==> src/gpio_pkg.sv <==
/* Shared definitions for the GPIO subsystem.
   Holds the pin count, the register map and the structs that carry the
   Wishbone bus and the pad control between the blocks. */
package gpio_pkg;

  // --------------------
  // Sizes
  // --------------------

  localparam int n_gpio = 32;                        // Pins handled by the subsystem
  localparam int wb_aw  = 3;                         // Word address width of the register map
  localparam int wb_dw  = 32;                        // Wishbone data width

  // --------------------
  // Register map
  // --------------------

  // Word addresses on the Wishbone bus
  localparam logic [wb_aw-1:0] reg_data_out     = 'd0;  // Output values
  localparam logic [wb_aw-1:0] reg_dir          = 'd1;  // Output enables
  localparam logic [wb_aw-1:0] reg_pull_en      = 'd2;  // Pull enables
  localparam logic [wb_aw-1:0] reg_pull_sel     = 'd3;  // Pull direction, one is pull-up
  localparam logic [wb_aw-1:0] reg_data_in      = 'd4;  // Synchronized pin values, read only
  localparam logic [wb_aw-1:0] reg_intr_state   = 'd5;  // Pending edges, write one to clear
  localparam logic [wb_aw-1:0] reg_intr_rise_en = 'd6;  // Rising edge interrupt enables
  localparam logic [wb_aw-1:0] reg_intr_fall_en = 'd7;  // Falling edge interrupt enables

  // --------------------
  // Bus structs
  // --------------------

  // Master to slave, held stable by the master until ack
  typedef struct packed {
    logic             cyc;
    logic             stb;
    logic             we;
    logic [wb_aw-1:0] adr;
    logic [wb_dw-1:0] dat;
  } wb_req_t;

  // Slave to master
  typedef struct packed {
    logic             ack;                         // High for exactly one cycle per transfer
    logic [wb_dw-1:0] dat;                         // Read data, valid while ack is high
  } wb_rsp_t;

  // --------------------
  // Pad control
  // --------------------

  // What the device asks of each pin
  typedef struct packed {
    logic [n_gpio-1:0] out;                        // Values driven where oe is set
    logic [n_gpio-1:0] oe;                         // Device output enables
    logic [n_gpio-1:0] pull_en;                    // Pull enables for undriven pins
    logic [n_gpio-1:0] pull_sel;                   // One pulls up, zero pulls down
  } pad_ctrl_t;

endpackage
==> src/gpio_top.sv <==
/* Top level of the GPIO subsystem.
   Ties the register block, the pad model and the input synchronizer to the
   Wishbone port, the host drive ports and the pad outputs. */
`timescale 1ns/10ps

module gpio_top (
  input  logic                        eff_clk,
  input  logic                        rst_ni,
  input  gpio_pkg::wb_req_t           wb_req,
  output gpio_pkg::wb_rsp_t           wb_rsp,
  input  logic [gpio_pkg::n_gpio-1:0] host_drv,
  input  logic [gpio_pkg::n_gpio-1:0] host_en,
  output logic [gpio_pkg::n_gpio-1:0] pads,
  output logic                        irq
);
  import gpio_pkg::*;

  // --------------------
  // Internal wires
  // --------------------

  pad_ctrl_t         pad_ctrl;                         // Device drive onto the pads
  logic [n_gpio-1:0] data_in;                          // Synchronized pad values
  logic [n_gpio-1:0] rise;
  logic [n_gpio-1:0] fall;

  // --------------------
  // Blocks
  // --------------------

  gpio_regs u_regs (
    .eff_clk  (eff_clk),
    .rst_ni   (rst_ni),
    .wb_req   (wb_req),
    .wb_rsp   (wb_rsp),
    .pad_ctrl (pad_ctrl),
    .data_in  (data_in),
    .rise     (rise),
    .fall     (fall),
    .irq      (irq)
  );

  gpio_pad_model u_pad_model (
    .eff_clk  (eff_clk),
    .rst_ni   (rst_ni),
    .pad_ctrl (pad_ctrl),
    .host_drv (host_drv),
    .host_en  (host_en),
    .pads     (pads)
  );

  // Pads loop back into the device through the synchronizer
  gpio_in_sync u_in_sync (
    .eff_clk (eff_clk),
    .rst_ni  (rst_ni),
    .pads    (pads),
    .data_in (data_in),
    .rise    (rise),
    .fall    (fall)
  );

endmodule

==> src/gpio_pad_model.sv <==
/* Pad-side model of the GPIO pins, standing between the device and a host.
   Every clock each pad takes its value from the highest priority source. */
`timescale 1ns/10ps

module gpio_pad_model (
  input  logic                        eff_clk,
  input  logic                        rst_ni,
  input  gpio_pkg::pad_ctrl_t         pad_ctrl,
  input  logic [gpio_pkg::n_gpio-1:0] host_drv,
  input  logic [gpio_pkg::n_gpio-1:0] host_en,
  output logic [gpio_pkg::n_gpio-1:0] pads
);
  import gpio_pkg::*;

  logic [n_gpio-1:0] pads_d;
  logic [n_gpio-1:0] pads_q;

  // --------------------
  // Source resolution
  // --------------------

  // Device first, then host, then pull, else the pin floats at its last value
  always_comb begin
    for (int i = 0; i < n_gpio; i++) begin
      if (pad_ctrl.oe[i]) begin
        pads_d[i] = pad_ctrl.out[i];                   // Device owns the pin
      end else if (host_en[i]) begin
        pads_d[i] = host_drv[i];                       // Host drives an input pin
      end else if (pad_ctrl.pull_en[i]) begin
        pads_d[i] = pad_ctrl.pull_sel[i];              // Weak pull wins on an idle pin
      end else begin
        pads_d[i] = pads_q[i];                         // Nobody drives, charge is kept
      end
    end
  end

  // --------------------
  // Pad register
  // --------------------

  // Any change on the inputs shows on the pads one cycle later
  always_ff @(posedge eff_clk or negedge rst_ni) begin
    if (!rst_ni) begin
      pads_q <= '0;
    end else begin
      pads_q <= pads_d;
    end
  end

  assign pads = pads_q;

endmodule

==> src/gpio_in_sync.sv <==
/* Two-flop synchronizer for the pad values with edge detection.
   data_in lags the pads by two cycles and the edge pulses line up with it. */
`timescale 1ns/10ps

module gpio_in_sync (
  input  logic                        eff_clk,
  input  logic                        rst_ni,
  input  logic [gpio_pkg::n_gpio-1:0] pads,
  output logic [gpio_pkg::n_gpio-1:0] data_in,
  output logic [gpio_pkg::n_gpio-1:0] rise,
  output logic [gpio_pkg::n_gpio-1:0] fall
);
  import gpio_pkg::*;

  // --------------------
  // Synchronizer stages
  // --------------------

  logic [n_gpio-1:0] sync1_q;                          // First stage, may go metastable
  logic [n_gpio-1:0] sync2_q;                          // Settled copy of the pads
  logic [n_gpio-1:0] prev_q;                           // Value of sync2_q one cycle ago

  always_ff @(posedge eff_clk or negedge rst_ni) begin
    if (!rst_ni) begin
      sync1_q <= '0;
      sync2_q <= '0;
      prev_q  <= '0;
    end else begin
      sync1_q <= pads;
      sync2_q <= sync1_q;
      prev_q  <= sync2_q;
    end
  end

  // --------------------
  // Edge detection
  // --------------------

  // Pulses last one cycle, during the first cycle of the new data_in value
  assign rise = sync2_q & ~prev_q;
  assign fall = ~sync2_q & prev_q;

  assign data_in = sync2_q;

endmodule

==> src/gpio_regs.sv <==
/* GPIO register block on a Wishbone classic slave port.
   Drives the pad control, reads back synchronized pins and keeps the
   edge interrupt state that feeds the level irq output. */
`timescale 1ns/10ps

module gpio_regs (
  input  logic                        eff_clk,
  input  logic                        rst_ni,
  input  gpio_pkg::wb_req_t           wb_req,
  output gpio_pkg::wb_rsp_t           wb_rsp,
  output gpio_pkg::pad_ctrl_t         pad_ctrl,
  input  logic [gpio_pkg::n_gpio-1:0] data_in,
  input  logic [gpio_pkg::n_gpio-1:0] rise,
  input  logic [gpio_pkg::n_gpio-1:0] fall,
  output logic                        irq
);
  import gpio_pkg::*;

  // --------------------
  // Bus handshake
  // --------------------

  logic              ack_q;
  logic              access;
  logic              wr_en;
  logic [n_gpio-1:0] wr_data;

  assign access  = wb_req.cyc & wb_req.stb & ~ack_q;  // New transfer seen on this edge
  assign wr_en   = access & wb_req.we;
  assign wr_data = wb_req.dat[n_gpio-1:0];

  // Ack rises on the first edge of a transfer and drops on the next one
  always_ff @(posedge eff_clk or negedge rst_ni) begin
    if (!rst_ni) begin
      ack_q <= 1'b0;
    end else begin
      ack_q <= access;
    end
  end

  // --------------------
  // Control registers
  // --------------------

  pad_ctrl_t         pad_ctrl_q;
  logic [n_gpio-1:0] intr_rise_en_q;
  logic [n_gpio-1:0] intr_fall_en_q;

  always_ff @(posedge eff_clk or negedge rst_ni) begin
    if (!rst_ni) begin
      pad_ctrl_q     <= '0;
      intr_rise_en_q <= '0;
      intr_fall_en_q <= '0;
    end else if (wr_en) begin
      case (wb_req.adr)
        reg_data_out:     pad_ctrl_q.out      <= wr_data;
        reg_dir:          pad_ctrl_q.oe       <= wr_data;
        reg_pull_en:      pad_ctrl_q.pull_en  <= wr_data;
        reg_pull_sel:     pad_ctrl_q.pull_sel <= wr_data;
        reg_intr_rise_en: intr_rise_en_q      <= wr_data;
        reg_intr_fall_en: intr_fall_en_q      <= wr_data;
        default: ;                                     // data_in is read only, intr_state below
      endcase
    end
  end

  assign pad_ctrl = pad_ctrl_q;

  // --------------------
  // Interrupt state
  // --------------------

  logic [n_gpio-1:0] intr_state_q;
  logic [n_gpio-1:0] intr_set;
  logic [n_gpio-1:0] intr_clr;

  assign intr_set = (rise & intr_rise_en_q) | (fall & intr_fall_en_q);

  always_comb begin
    intr_clr = '0;
    if (wr_en && (wb_req.adr == reg_intr_state)) begin
      intr_clr = wr_data;                              // Ones clear, zeros leave bits alone
    end
  end

  // A new edge in the same cycle as its clear keeps the bit set
  always_ff @(posedge eff_clk or negedge rst_ni) begin
    if (!rst_ni) begin
      intr_state_q <= '0;
    end else begin
      intr_state_q <= (intr_state_q & ~intr_clr) | intr_set;
    end
  end

  assign irq = |intr_state_q;                          // Level interrupt, any pending bit

  // --------------------
  // Read path
  // --------------------

  logic [n_gpio-1:0] rd_bits;
  logic [wb_dw-1:0]  rdata_d;
  logic [wb_dw-1:0]  rdata_q;

  always_comb begin
    rd_bits = '0;
    case (wb_req.adr)
      reg_data_out:     rd_bits = pad_ctrl_q.out;
      reg_dir:          rd_bits = pad_ctrl_q.oe;
      reg_pull_en:      rd_bits = pad_ctrl_q.pull_en;
      reg_pull_sel:     rd_bits = pad_ctrl_q.pull_sel;
      reg_data_in:      rd_bits = data_in;
      reg_intr_state:   rd_bits = intr_state_q;
      reg_intr_rise_en: rd_bits = intr_rise_en_q;
      reg_intr_fall_en: rd_bits = intr_fall_en_q;
      default:          rd_bits = '0;
    endcase
  end

  // Bits above the pin count read as zero
  always_comb begin
    rdata_d              = '0;
    rdata_d[n_gpio-1:0]  = rd_bits;
  end

  // Captured on the same edge that raises ack, so it is stable during ack
  always_ff @(posedge eff_clk) begin
    if (access) begin
      rdata_q <= rdata_d;
    end
  end

  assign wb_rsp.ack = ack_q;
  assign wb_rsp.dat = rdata_q;

endmodule

==> config.mk <==
export PLATFORM = sky130hd
export DESIGN_NAME = gpio_top
export DESIGN_NICKNAME = d
export VERILOG_FILES = /design/src/gpio_pkg.sv /design/src/gpio_top.sv /design/src/gpio_pad_model.sv /design/src/gpio_in_sync.sv /design/src/gpio_regs.sv
export SDC_FILE = /design/constraint.sdc
export NUM_CORES = 1
export LEC_CHECK = 0
export ABC_AREA = 1
export BUFFER_PORTS_ARGS = -buffer_cell sky130_fd_sc_hd__buf_2
export CAP_MARGIN = 20
export CELL_PAD_IN_SITES_DETAIL_PLACEMENT = 1
export CELL_PAD_IN_SITES_GLOBAL_PLACEMENT = 1
export CORE_ASPECT_RATIO = 0.8
export CORE_MARGIN = 3
export CORE_UTILIZATION = 35
export CTS_BUF_LIST = sky130_fd_sc_hd__clkbuf_8
export DETAILED_ROUTE_END_ITERATION = 12
export HOLD_SLACK_MARGIN = 0.05
export PLACE_DENSITY = 0.72
export SLEW_MARGIN = 40
export SYNTH_ARGS = -nofsm -noshare
export SYNTH_HDL_FRONTEND = slang
export SYNTH_SLANG_ARGS = --single-unit
export TNS_END_PERCENT = 100
==> constraint.sdc <==
create_clock -name eff_clk -period 1.8 [get_ports eff_clk]
set_input_delay 0.18 -clock eff_clk [delete_from_list [all_inputs] [get_ports eff_clk]]
set_output_delay 0.18 -clock eff_clk [all_outputs]
set_load 0.05 [all_outputs]
==> results of run 1 <==
through the flow:
stage	TNS [ns]	hold WS [ns]	cells	setup WS [ns]	instance area (µm²)
global placement	0	0.06292	2723	0.1875	18740
finish	-0.1631	0.1800	2947	-0.1631	21210
CTS	-0.2060	0.1374	2946	-0.2060	21200
global route	-0.2321	0.1476	2947	-0.2321	21210
floorplan	0	-0.1156	1981	0.2351	16900
detailed placement	0	0.06299	2723	0.1671	18740
layer usage:
metal / GRT usage / routed length [µm]
met4: 0.06979 / 1586
met3: 0.04572 / 2995
met2: 0.3803 / 27480
met5: 0 / 0
met1: 0.3088 / 26090
final cells by class:
class,instances,area [µm²]
Fill cell,5592,26140
Sequential cell,385,9794
Multi-Input combinational cell,1288,5883
Timing Repair Buffer,334,2589
Clock buffer,82,1129
Tap cell,620,775.7
Inverter,199,750.7
Clock inverter,38,284.0
Antenna cell,1,2.502
where the power goes:
group          total (W)  internal, W  switching [W]
Clock            0.00854      0.00483        0.00371
Sequential        0.0123       0.0108        0.00153
Combinational    0.00503      0.00165        0.00338
Total             0.0259       0.0173        0.00863
timing repair:
| item | in CTS | in global routing |
|---|---|---|
| setup buffers | 5 | 0 |
| pin swaps | 7 | 1 |
| hold endpoints to repair | 609 | 0 |
| hold buffers | 98 | 0 |
| gates cloned | 0 | 0 |
| gates resized for setup | 9 | 3 |
| setup endpoints to repair | 1 | 3 |
synthesized netlist by cell type:
cell type,n
edfxtp_1,32
buf_1,7
nor2_2,2
o21ai_1,66
clkbuf_1,25
nand2_1,517
buf_4,9
nand4_1,164
a21oi_1,64
dfrtp_1,353
o21ai_0,221
nor3_1,2
clkbuf_2,2
nor2_1,178
inv_1,195
nand4_4,1
buf_2,66
inv_2,3
nand3_2,1
nor2_4,4
inv_4,1
nand3_1,68
worst min-delay path by stage:
stage | from | endpoint | slack, ns | cells past startpoint
after floorplan | rst_ni | u_in_sync.data_in[0] | -0.12 | 0
after global placement | rst_ni | u_pad_model.pads[8] | 0.06 | 1
after detailed placement | rst_ni | u_pad_model.pads[8] | 0.06 | 1
after CTS | rst_ni | u_regs.pad_ctrl[78] | 0.14 | 3
after global routing | rst_ni | u_regs.pad_ctrl[109] | 0.15 | 3
final | rst_ni | u_regs.pad_ctrl[109] | 0.18 | 3
logic make-up (layout without fill, tap and decap cells):
family                 after synthesis  after routing
AND/OR/NAND/NOR                    937            937
flip-flops                         385            385
AO/OA/AOI/OAI                      351            351
buffers and inverters              308            653
other                                0              1
sequential cells by signal (all words and copies together) (netlist names):
register               count
u_regs.intr_fall_en_q     32
u_in_sync.sync1_q         32
u_regs.intr_state_q       32
u_pad_model.pads          32
u_regs.pad_ctrl          128
u_in_sync.data_in         32
u_regs.intr_rise_en_q     32
u_regs.ack_q               1
u_regs.rdata_q            32
u_in_sync.prev_q          32
layout by cell type, fill, tap and decap left out:
master         count
dlygate4sd3_1     97
o21ai_0          219
inv_1            219
nor2_1           172
nand4_4            1
dfrtp_1          353
a21oi_1           64
o21ai_1           68
nand4_1          164
nand3_1           67
clkinv_1           1
nor2_4             7
clkbuf_8          82
nor2_2             5
clkinv_2           6
bufinv_16          5
nand3_2            2
inv_2              4
buf_6              1
nand2_4            2
buf_8              1
edfxtp_1          32
diode_2            1
nand2_1          514
inv_4              1
buf_4             52
nand2_2            1
buf_2            164
nor3_1             2
buf_12            19
clkinvlp_4         1
worst reg2reg max path: stages (launching register included):
cell and delay [ns]:
dfrtp_1 0.44, inv_1 0.07, o21ai_1 0.26, o21ai_0 0.12, dlygate4sd3_1 0.57, o21ai_0 0.09
==> metrics.md, run 1 <==
| Metric | Value |
|---|---|
| Status | finished, violations left |
| Failing checks | negative setup slack |
| Critical Path RT | 1.62 ns |
| Sequential element share of the synthesized area | 0.5795 |
| Reg-to-Reg End | u_pad_model.pads[11] |
| Area Growth Syn to Fin | 25.47% |
| Drt pass-1 iters | 5 |
| Fin crit share | 1.091 |
| Worst setup endpoint | irq |
| RSZ-0062 raised after global routing | true |
| CTS root buffer | clkbuf_8 |
| Maximum VDD drop | 0.5420 mV |
| Vias in the first global route | 16.53k |
| Grt total ovfl | 0 |
| Fraction of layout cells with a size suffix above 1 | 0.1522 |
| Tot Pwr | 0.02589 W |
| Largest net degree at the start of global routing | 80 |
| Yosys cell types | 22 |
| CP arrival | 1.78 ns |
| FMAX | 0.5094 GHz |
| CP max FO | 2 |
| Core Box Area | 0.04735 mm² |
| Max-slew violations | 0 |
| Flops & latches, synth | 385 |
| CP max stage cell | dfrtp_1 |
| Clk Latency, worst-skew pair | 0.62 ns |
| Number of top-level pins | 170 |
| Row count | 71 |
| Cell mode on critical path | nor2_2 |
| Leakage power | 10.19 nW |
| R2r setup slk | 0.16 ns |
| Maxcap violations | 0 |
| CTS clk-pin slew, worst paths | 0.07 ns |
| Largest family of logic cells by synthesized area | simple AND/OR/NAND/NOR gates |
| Drt total wl | 58,150 µm |
| R2R depth | 5 |
| Cts bufs inserted | 69 |
| GRT Total Usage | 0.2307 |
| Setup crit start kind | flop |
| Via-per-instance ratio | 5.213 |
| Worst Setup Path Type | reg -> out |
| Critical path origin | u_regs.intr_state_q[5] |
| Minimum clock period | 1.963 ns |
| Die area | 0.05098 mm² |
| Critical path, cell by cell | nor2_2 -> nand4_1 -> nor2_2 -> nand2_2 -> buf_6 |
| Longest Clk Path Bufs | 3 |
| Post-Synth XOR/XNOR Area | 0 |
| Global-route wire length before repair | 92,420 µm |
| Ys Warns | 0 |
| Avg WL per Cell | 19.73 µm |
| Crit. path cell count | 5 |
| CP max stage delay | 0.39 ns |
| Crit path buf inv count | 1 |
| Count of input and output buffers | 169 |
| Compound-cell area share of the yosys netlist | 0.1039 |
| Die Ht | 202.6 µm |
| CTS H-tree depth | 3 |
| Post-Synth Simple-Gate Area | 0.2410 |
| Mapped Avg Cell Area | 8.532 µm² |
| Syn Nets | 2,085 |
| Placer Congestion | 0.7989 |
| Antenna Violating Nets Remaining | 0 |
| Worst rel slew slack | 0.5400 |
| Yosys top cell area share | 0.5226 |
| Initial antenna violation count | 1 |
| Fin nets | 2,381 |
| Starting Density | 0.3570 |
| Mux contribution to synthesized area | 0 |
| Top cells by area, synth | dfrtp_1, nand2_1, o21ai_0 |
| Clock skew | 0.03003 ns |
| Finish-stage setup viols | 1 |
| DRC violations left | 0 |
| Die Wd | 251.7 µm |
| Hold Crit Class | in -> async |
| TritonCTS clock tree | done |
| Synth Area in Adders | 0 |
| Worst setup margin | -0.1631 ns |
| Routed vias | 15.36k |
| Netlist Area Pre-Place | 0.01690 mm² |
| PwrDens | 1221 mW/mm² |
| Critical path's top delay family | simple AND/OR/NAND/NOR gates |
| Setup crit end kind | output port |
| R2r startpoint | u_pad_model.pads[11] |
| Final Hold Fails | 0 |
| Cell count after synthesis | 1,981 |
| Hpwl dp | 37,680 µm |
| Worst slew pin tran | 0.6900 ns |
| Final core occ | 0.4479 |
| # clock sinks | 385 |
| Initial DRC Count | 996 |
| Leading area contributor after synthesis | dfrtp_1 |
(Power assumes the default switching activity.)
==> inputs of run 2 (changes only) <==
==> constraint.sdc (replaced) <==
create_clock -name eff_clk -period 1.8 [get_ports eff_clk]
set_input_delay 0.09 -clock eff_clk [delete_from_list [all_inputs] [get_ports eff_clk]]
set_output_delay 0.09 -clock eff_clk [all_outputs]
set_load 0.05 [all_outputs]
==> run 2 against run 1 <==
Net effect: the run still ends with negative setup slack left; setup slack improved by 0.044 ns; fmax increased by 2.3%; combinational power about the same; critical path depth unchanged; routed wire length decreased by 0.75%; via count increased by 0.87%; sequential share of layout area increased by 0.22 points; largest cell class unchanged.
==> metrics.md, run 2 (same netlist as run 1, synthesis figures left out) <==
| Metric | Value |
|---|---|
| RSZ-0062 raised after global routing | true |
| Count of input and output buffers | 169 |
| FMAX | 0.5210 GHz |
| Die Wd | 251.7 µm |
| Avg WL per Cell | 19.57 µm |
| Maxcap violations | 0 |
| Core Box Area | 0.04735 mm² |
| Clock skew | 0.03005 ns |
| Routed vias | 15.50k |
| Worst slew pin tran | 0.4966 ns |
| Worst setup margin | -0.1194 ns |
| Worst rel slew slack | 0.6689 |
| Setup crit start kind | flop |
| Maximum VDD drop | 0.6657 mV |
| Longest Clk Path Bufs | 3 |
| Placer Congestion | 0.8510 |
| Grt total ovfl | 0 |
| Failing checks | negative setup slack |
| Cts bufs inserted | 68 |
| Placed cells | 2,716 |
| Min-delay src | wb_req[32] |
| Vias in the first global route | 16.19k |
| Largest net degree at the start of global routing | 76 |
| Hpwl dp | 37,490 µm |
| Number of top-level pins | 170 |
| CTS H-tree depth | 3 |
| Finished Cell Area | 0.02111 mm² |
| Status | finished, violations left |
| Die Ht | 202.6 µm |
| Setup crit end kind | output port |
| CP max FO | 2 |
| Max-slew violations | 0 |
| Initial antenna violation count | 1 |
| R2r startpoint | u_pad_model.pads[11] |
| Fin nets | 2,381 |
| CP arrival | 1.83 ns |
| Fraction of layout cells with a size suffix above 1 | 0.1498 |
| Drt total wl | 57,720 µm |
| PwrDens | 1199 mW/mm² |
| Leakage power | 10.15 nW |
| Via-per-instance ratio | 5.253 |
| Tot Pwr | 0.02531 W |
| Finish-stage setup viols | 1 |
| Most frequent cells in the layout | nand2_1, dfrtp_1, inv_1 |
| CTS clk-pin slew, worst paths | 0.06 ns |
| # clock sinks | 385 |
| Fin crit share | 1.066 |
| Initial DRC Count | 1,121 |
| Starting Density | 0.3570 |
| Die area | 0.05098 mm² |
| Critical Path RT | 1.71 ns |
| Area Growth Syn to Fin | 24.89% |
| Antenna Violating Nets Remaining | 0 |
| Minimum clock period | 1.919 ns |
| Drt pass-1 iters | 5 |
| Non-filler cells, final | 2,950 |
| Area after DPL | 0.01867 mm² |
| Hold Slack | 0.1902 ns |
| CTS root buffer | clkbuf_8 |
| Final Hold Fails | 0 |
| Max reg flops | 128 |
| TritonCTS clock tree | done |
| Row count | 71 |
| Global-route wire length before repair | 91,740 µm |
| GRT Total Usage | 0.2281 |
| Commonest non-fill, non-tap cell in the layout | nand2_1 |
| Critical path origin | u_regs.intr_state_q[9] |
| Hold Crit Class | in -> reg |
| Worst Setup Path Type | reg -> out |
| DRC violations left | 0 |
| Clk Latency, worst-skew pair | 0.64 ns |
-- run 2: changes by cell type in the layout (fill, tap and decap cells not counted), sizes merged --
cell / previous run / this run
buf: 237 / 233
bufinv: 5 / 0
clkbuf: 82 / 84
clkinv: 7 / 4
clkinvlp: 1 / 3
dlygate4sd3: 97 / 102
inv: 224 / 230
-- run 2: metal layers --
metal / share of wire / track usage / up-vias
met5: 0 / 0 / -
met4: 0.023 / 0.06399 / 0
met3: 0.054 / 0.04495 / 105
met2: 0.46 / 0.3667 / 407
met1: 0.46 / 0.3154 / 7874
li1: - / - / 7109
-- run 2: layout make-up --
type                            instances  area (µm²)
Fill cell                            5635       26240
Sequential cell                       385        9794
Multi-Input combinational cell       1288        5878
Timing Repair Buffer                  335        2584
Clock buffer                           84        1156
Tap cell                              620       775.7
Inverter                              199       750.7
Clock inverter                         38       167.7
Antenna cell                            1       2.502
-- run 2: timing repair --
action,4_1_cts,5_1_grt
pin swaps,3,5
endpoints found under the setup margin,1,6
endpoints found under the hold margin,615,0
setup buffers,4,5
hold buffers,102,0
resized for setup,7,4
gates cloned,0,0
-- run 2: critical path, stage by stage (launching register included) --
cell,delay [ns]
dfrtp_1,0.40
nor2_2,0.14
nand4_1,0.19
nor2_2,0.21
nand2_2,0.10
buf_6,0.16
-- run 2: power breakdown --
group,switching [W],internal [W],total (W)
Clock,0.00373,0.00421,0.00795
Combinational,0.00338,0.00165,0.00502
Sequential,0.00155,0.0108,0.0123
-- run 2: metrics by stage --
stage	setup TNS [ns]	setup WS, ns	utilization
6_report	-0.1194	-0.1194	0.4458
5_1_grt	-0.2192	-0.2192	0.4458
4_1_cts	-0.2089	-0.1896	0.4449
3_5_place_dp	0	0.1540	0.3943
3_3_place_gp	0	0.2110	0.3943
2_1_floorplan	0	0.2351	-
-- run 2: path summary, 6_finish.rpt --
path	to	slack (ns)	cells past startpoint
worst min register to register	u_in_sync.data_in[7]	0.35	0
max in group asynchronous	u_regs.pad_ctrl[95]	0.40	4
worst max-delay path	irq	-0.12	5
worst max register to register	u_pad_model.pads[11]	0.13	5
worst min-delay path	u_regs.rdata_q[11]	0.19	5
min in group asynchronous	u_in_sync.data_in[9]	0.53	3
==> inputs of run 3 (changes only) <==
- RECOVER_POWER: unset -> 100
==> run 3 against run 2 <==
Net effect: the run still ends with negative setup slack left; register-to-register slack got worse by 0.13 ns; clock skew down 0.00054 ns; sequential share of layout area rose by 0.45 points; utilization fell by 0.43 points; via count about the same; design area shrank 0.96%; flip-flop and latch count stayed put; clock-buffer cell count is the same; critical path type is now in -> reg; critical endpoint is now u_regs.rdata_q[0]; highest routed layer unchanged.
==> metrics.md, run 3 (same netlist as run 1, synthesis figures left out) <==
| Metric | Value |
|---|---|
| Fin nets | 2,381 |
| Area Growth Syn to Fin | 23.69% |
| Initial antenna violation count | 1 |
| Worst Hold Path Cells | 5 |
| Tot Pwr | 0.02523 W |
| Grt total ovfl | 0 |
| Avg WL per Cell | 19.58 µm |
| Drt total wl | 57,750 µm |
| Die area | 0.05098 mm² |
| DRC violations left | 0 |
| Hpwl dp | 37,490 µm |
| Status | finished, violations left |
| Die Wd | 251.7 µm |
| CP arrival | 2.29 ns |
| Row count | 71 |
| R2R depth | 6 |
| Cts bufs inserted | 68 |
| CP max FO | 16 |
| Critical Path RT | 2.17 ns |
| CTS root buffer | clkbuf_8 |
| Placed cells | 2,716 |
| Most frequent cells in the layout | nand2_1, dfrtp_1, inv_1 |
| Area after DPL | 0.01867 mm² |
| Fraction of layout cells with a size suffix above 1 | 0.1249 |
| Number of top-level pins | 170 |
| Minimum clock period | 1.920 ns |
| Combinational share of power | 0.196 |
| Seq pwr share | 0.489 |
| Clk Latency, worst-skew pair | 0.63 ns |
| Fin crit share | 1.067 |
| Setup crit end kind | flop |
| Starting Density | 0.3570 |
| TritonCTS clock tree | done |
| Setup crit start kind | input pin |
| Routed vias | 15.51k |
| Non-filler cells, final | 2,950 |
| Commonest non-fill, non-tap cell in the layout | nand2_1 |
| Maximum VDD drop | 0.6622 mV |
| Antenna Violating Nets Remaining | 0 |
| Power share of the clock group | 0.315 |
| Die Ht | 202.6 µm |
| Maxcap violations | 0 |
| RSZ-0062 raised after global routing | true |
| Drt pass-1 iters | 6 |
| Placer Congestion | 0.8510 |
| Finished Cell Area | 0.02091 mm² |
| Longest Clk Path Bufs | 3 |
| FMAX | 0.5207 GHz |
| # clock sinks | 385 |
| Final Hold Fails | 0 |
| Switch share | 0.3434 |
| Largest net degree at the start of global routing | 76 |
| Finish-stage setup viols | 49 |
| Count of input and output buffers | 169 |
| Max-slew violations | 0 |
| Power Internal | 0.01657 W |
| Worst rel slew slack | 0.4298 |
| PwrDens | 1207 mW/mm² |
| Net load switching power | 0.008662 W |
| CTS clk-pin slew, worst paths | 0.06 ns |
| Final core occ | 0.4415 |
| CTS H-tree depth | 3 |
| Global-route wire length before repair | 91,740 µm |
| GRT Total Usage | 0.2281 |
| Worst slew pin tran | 0.8553 ns |
| Vias in the first global route | 16.19k |
| Max reg flops | 128 |
| Worst Setup Path Type | in -> reg |
| Clock skew | 0.02951 ns |
| Core Box Area | 0.04735 mm² |
| Initial DRC Count | 1,111 |
| Failing checks | negative setup slack |
| Hold Crit Class | in -> reg |
| Via-per-instance ratio | 5.257 |
| Worst setup margin | -0.1203 ns |
| Leakage power | 9.965 nW |
[run 3: metal layers]
layer  up-vias  track usage  wire [µm]
met5         -            0          0
met4         0      0.06399       1327
met3       113      0.04495       2985
met2       413       0.3667      26690
met1      7867       0.3154      26760
li1       7116            -          -
[run 3: timing repair]
item / in CTS / in global routing
gates resized for setup: 7 / 4
hold buffers: 102 / 0
endpoints found under the hold margin: 615 / 0
buffers inserted: 4 / 5
pin swaps: 3 / 5
setup endpoints to repair: 1 / 6
[run 3: area by class of cell]
type / instances / area [µm²]
Multi-Input combinational cell: 1288 / 5856
Clock inverter: 38 / 167.7
Antenna cell: 1 / 2.502
Timing Repair Buffer: 335 / 2404
Sequential cell: 385 / 9794
Clock buffer: 84 / 1156
Inverter: 199 / 750.7
Fill cell: 5662 / 26440
Tap cell: 620 / 775.7
[run 3: per-stage QoR]
stage	TNS (ns)	hold WS [ns]	worst slack, ns
floorplan	0	-0.2056	0.2351
global placement	0	0.05725	0.2110
detailed placement	0	0.05604	0.1540
CTS	-0.2089	0.1141	-0.1896
global route	-13.83	0.1670	-0.2192
finish	-2.694	0.2077	-0.1203
[run 3: worst paths after layout]
path | start | slack (ns) | to
setup / recovery | wb_req[34] | -0.12 | u_regs.rdata_q[0]
max in group asynchronous | rst_ni | 0.13 | u_in_sync.data_in[12]
min in group asynchronous | rst_ni | 0.69 | u_in_sync.data_in[8]
setup reg to reg | u_regs.ack_q | 0 | u_regs.pad_ctrl[60]
hold / removal | wb_req[32] | 0.21 | u_regs.rdata_q[11]
hold reg to reg | u_in_sync.sync1_q[8] | 0.35 | u_in_sync.data_in[8]
[run 3: power by group through the flow]
stage | Combinational, W | Sequential, W | Clock (W)
2_1_floorplan | 0.00208 | 0.0129 | 0
3_3_place_gp | 0.00446 | 0.0123 | 0
3_5_place_dp | 0.00465 | 0.0124 | 0
4_1_cts | 0.00501 | 0.0123 | 0.00817
5_1_grt | 0.00550 | 0.0126 | 0.00860
6_report | 0.00494 | 0.0123 | 0.00794
[run 3: worst max-delay path, stage by stage]
cell,delay (ns)
dlygate4sd3_1,0.56
buf_4,0.26
clkinvlp_2,0.41
nand2_1,0.29
inv_2,0.20
buf_4,0.23
nand2_1,0.14
nand3_1,0.09
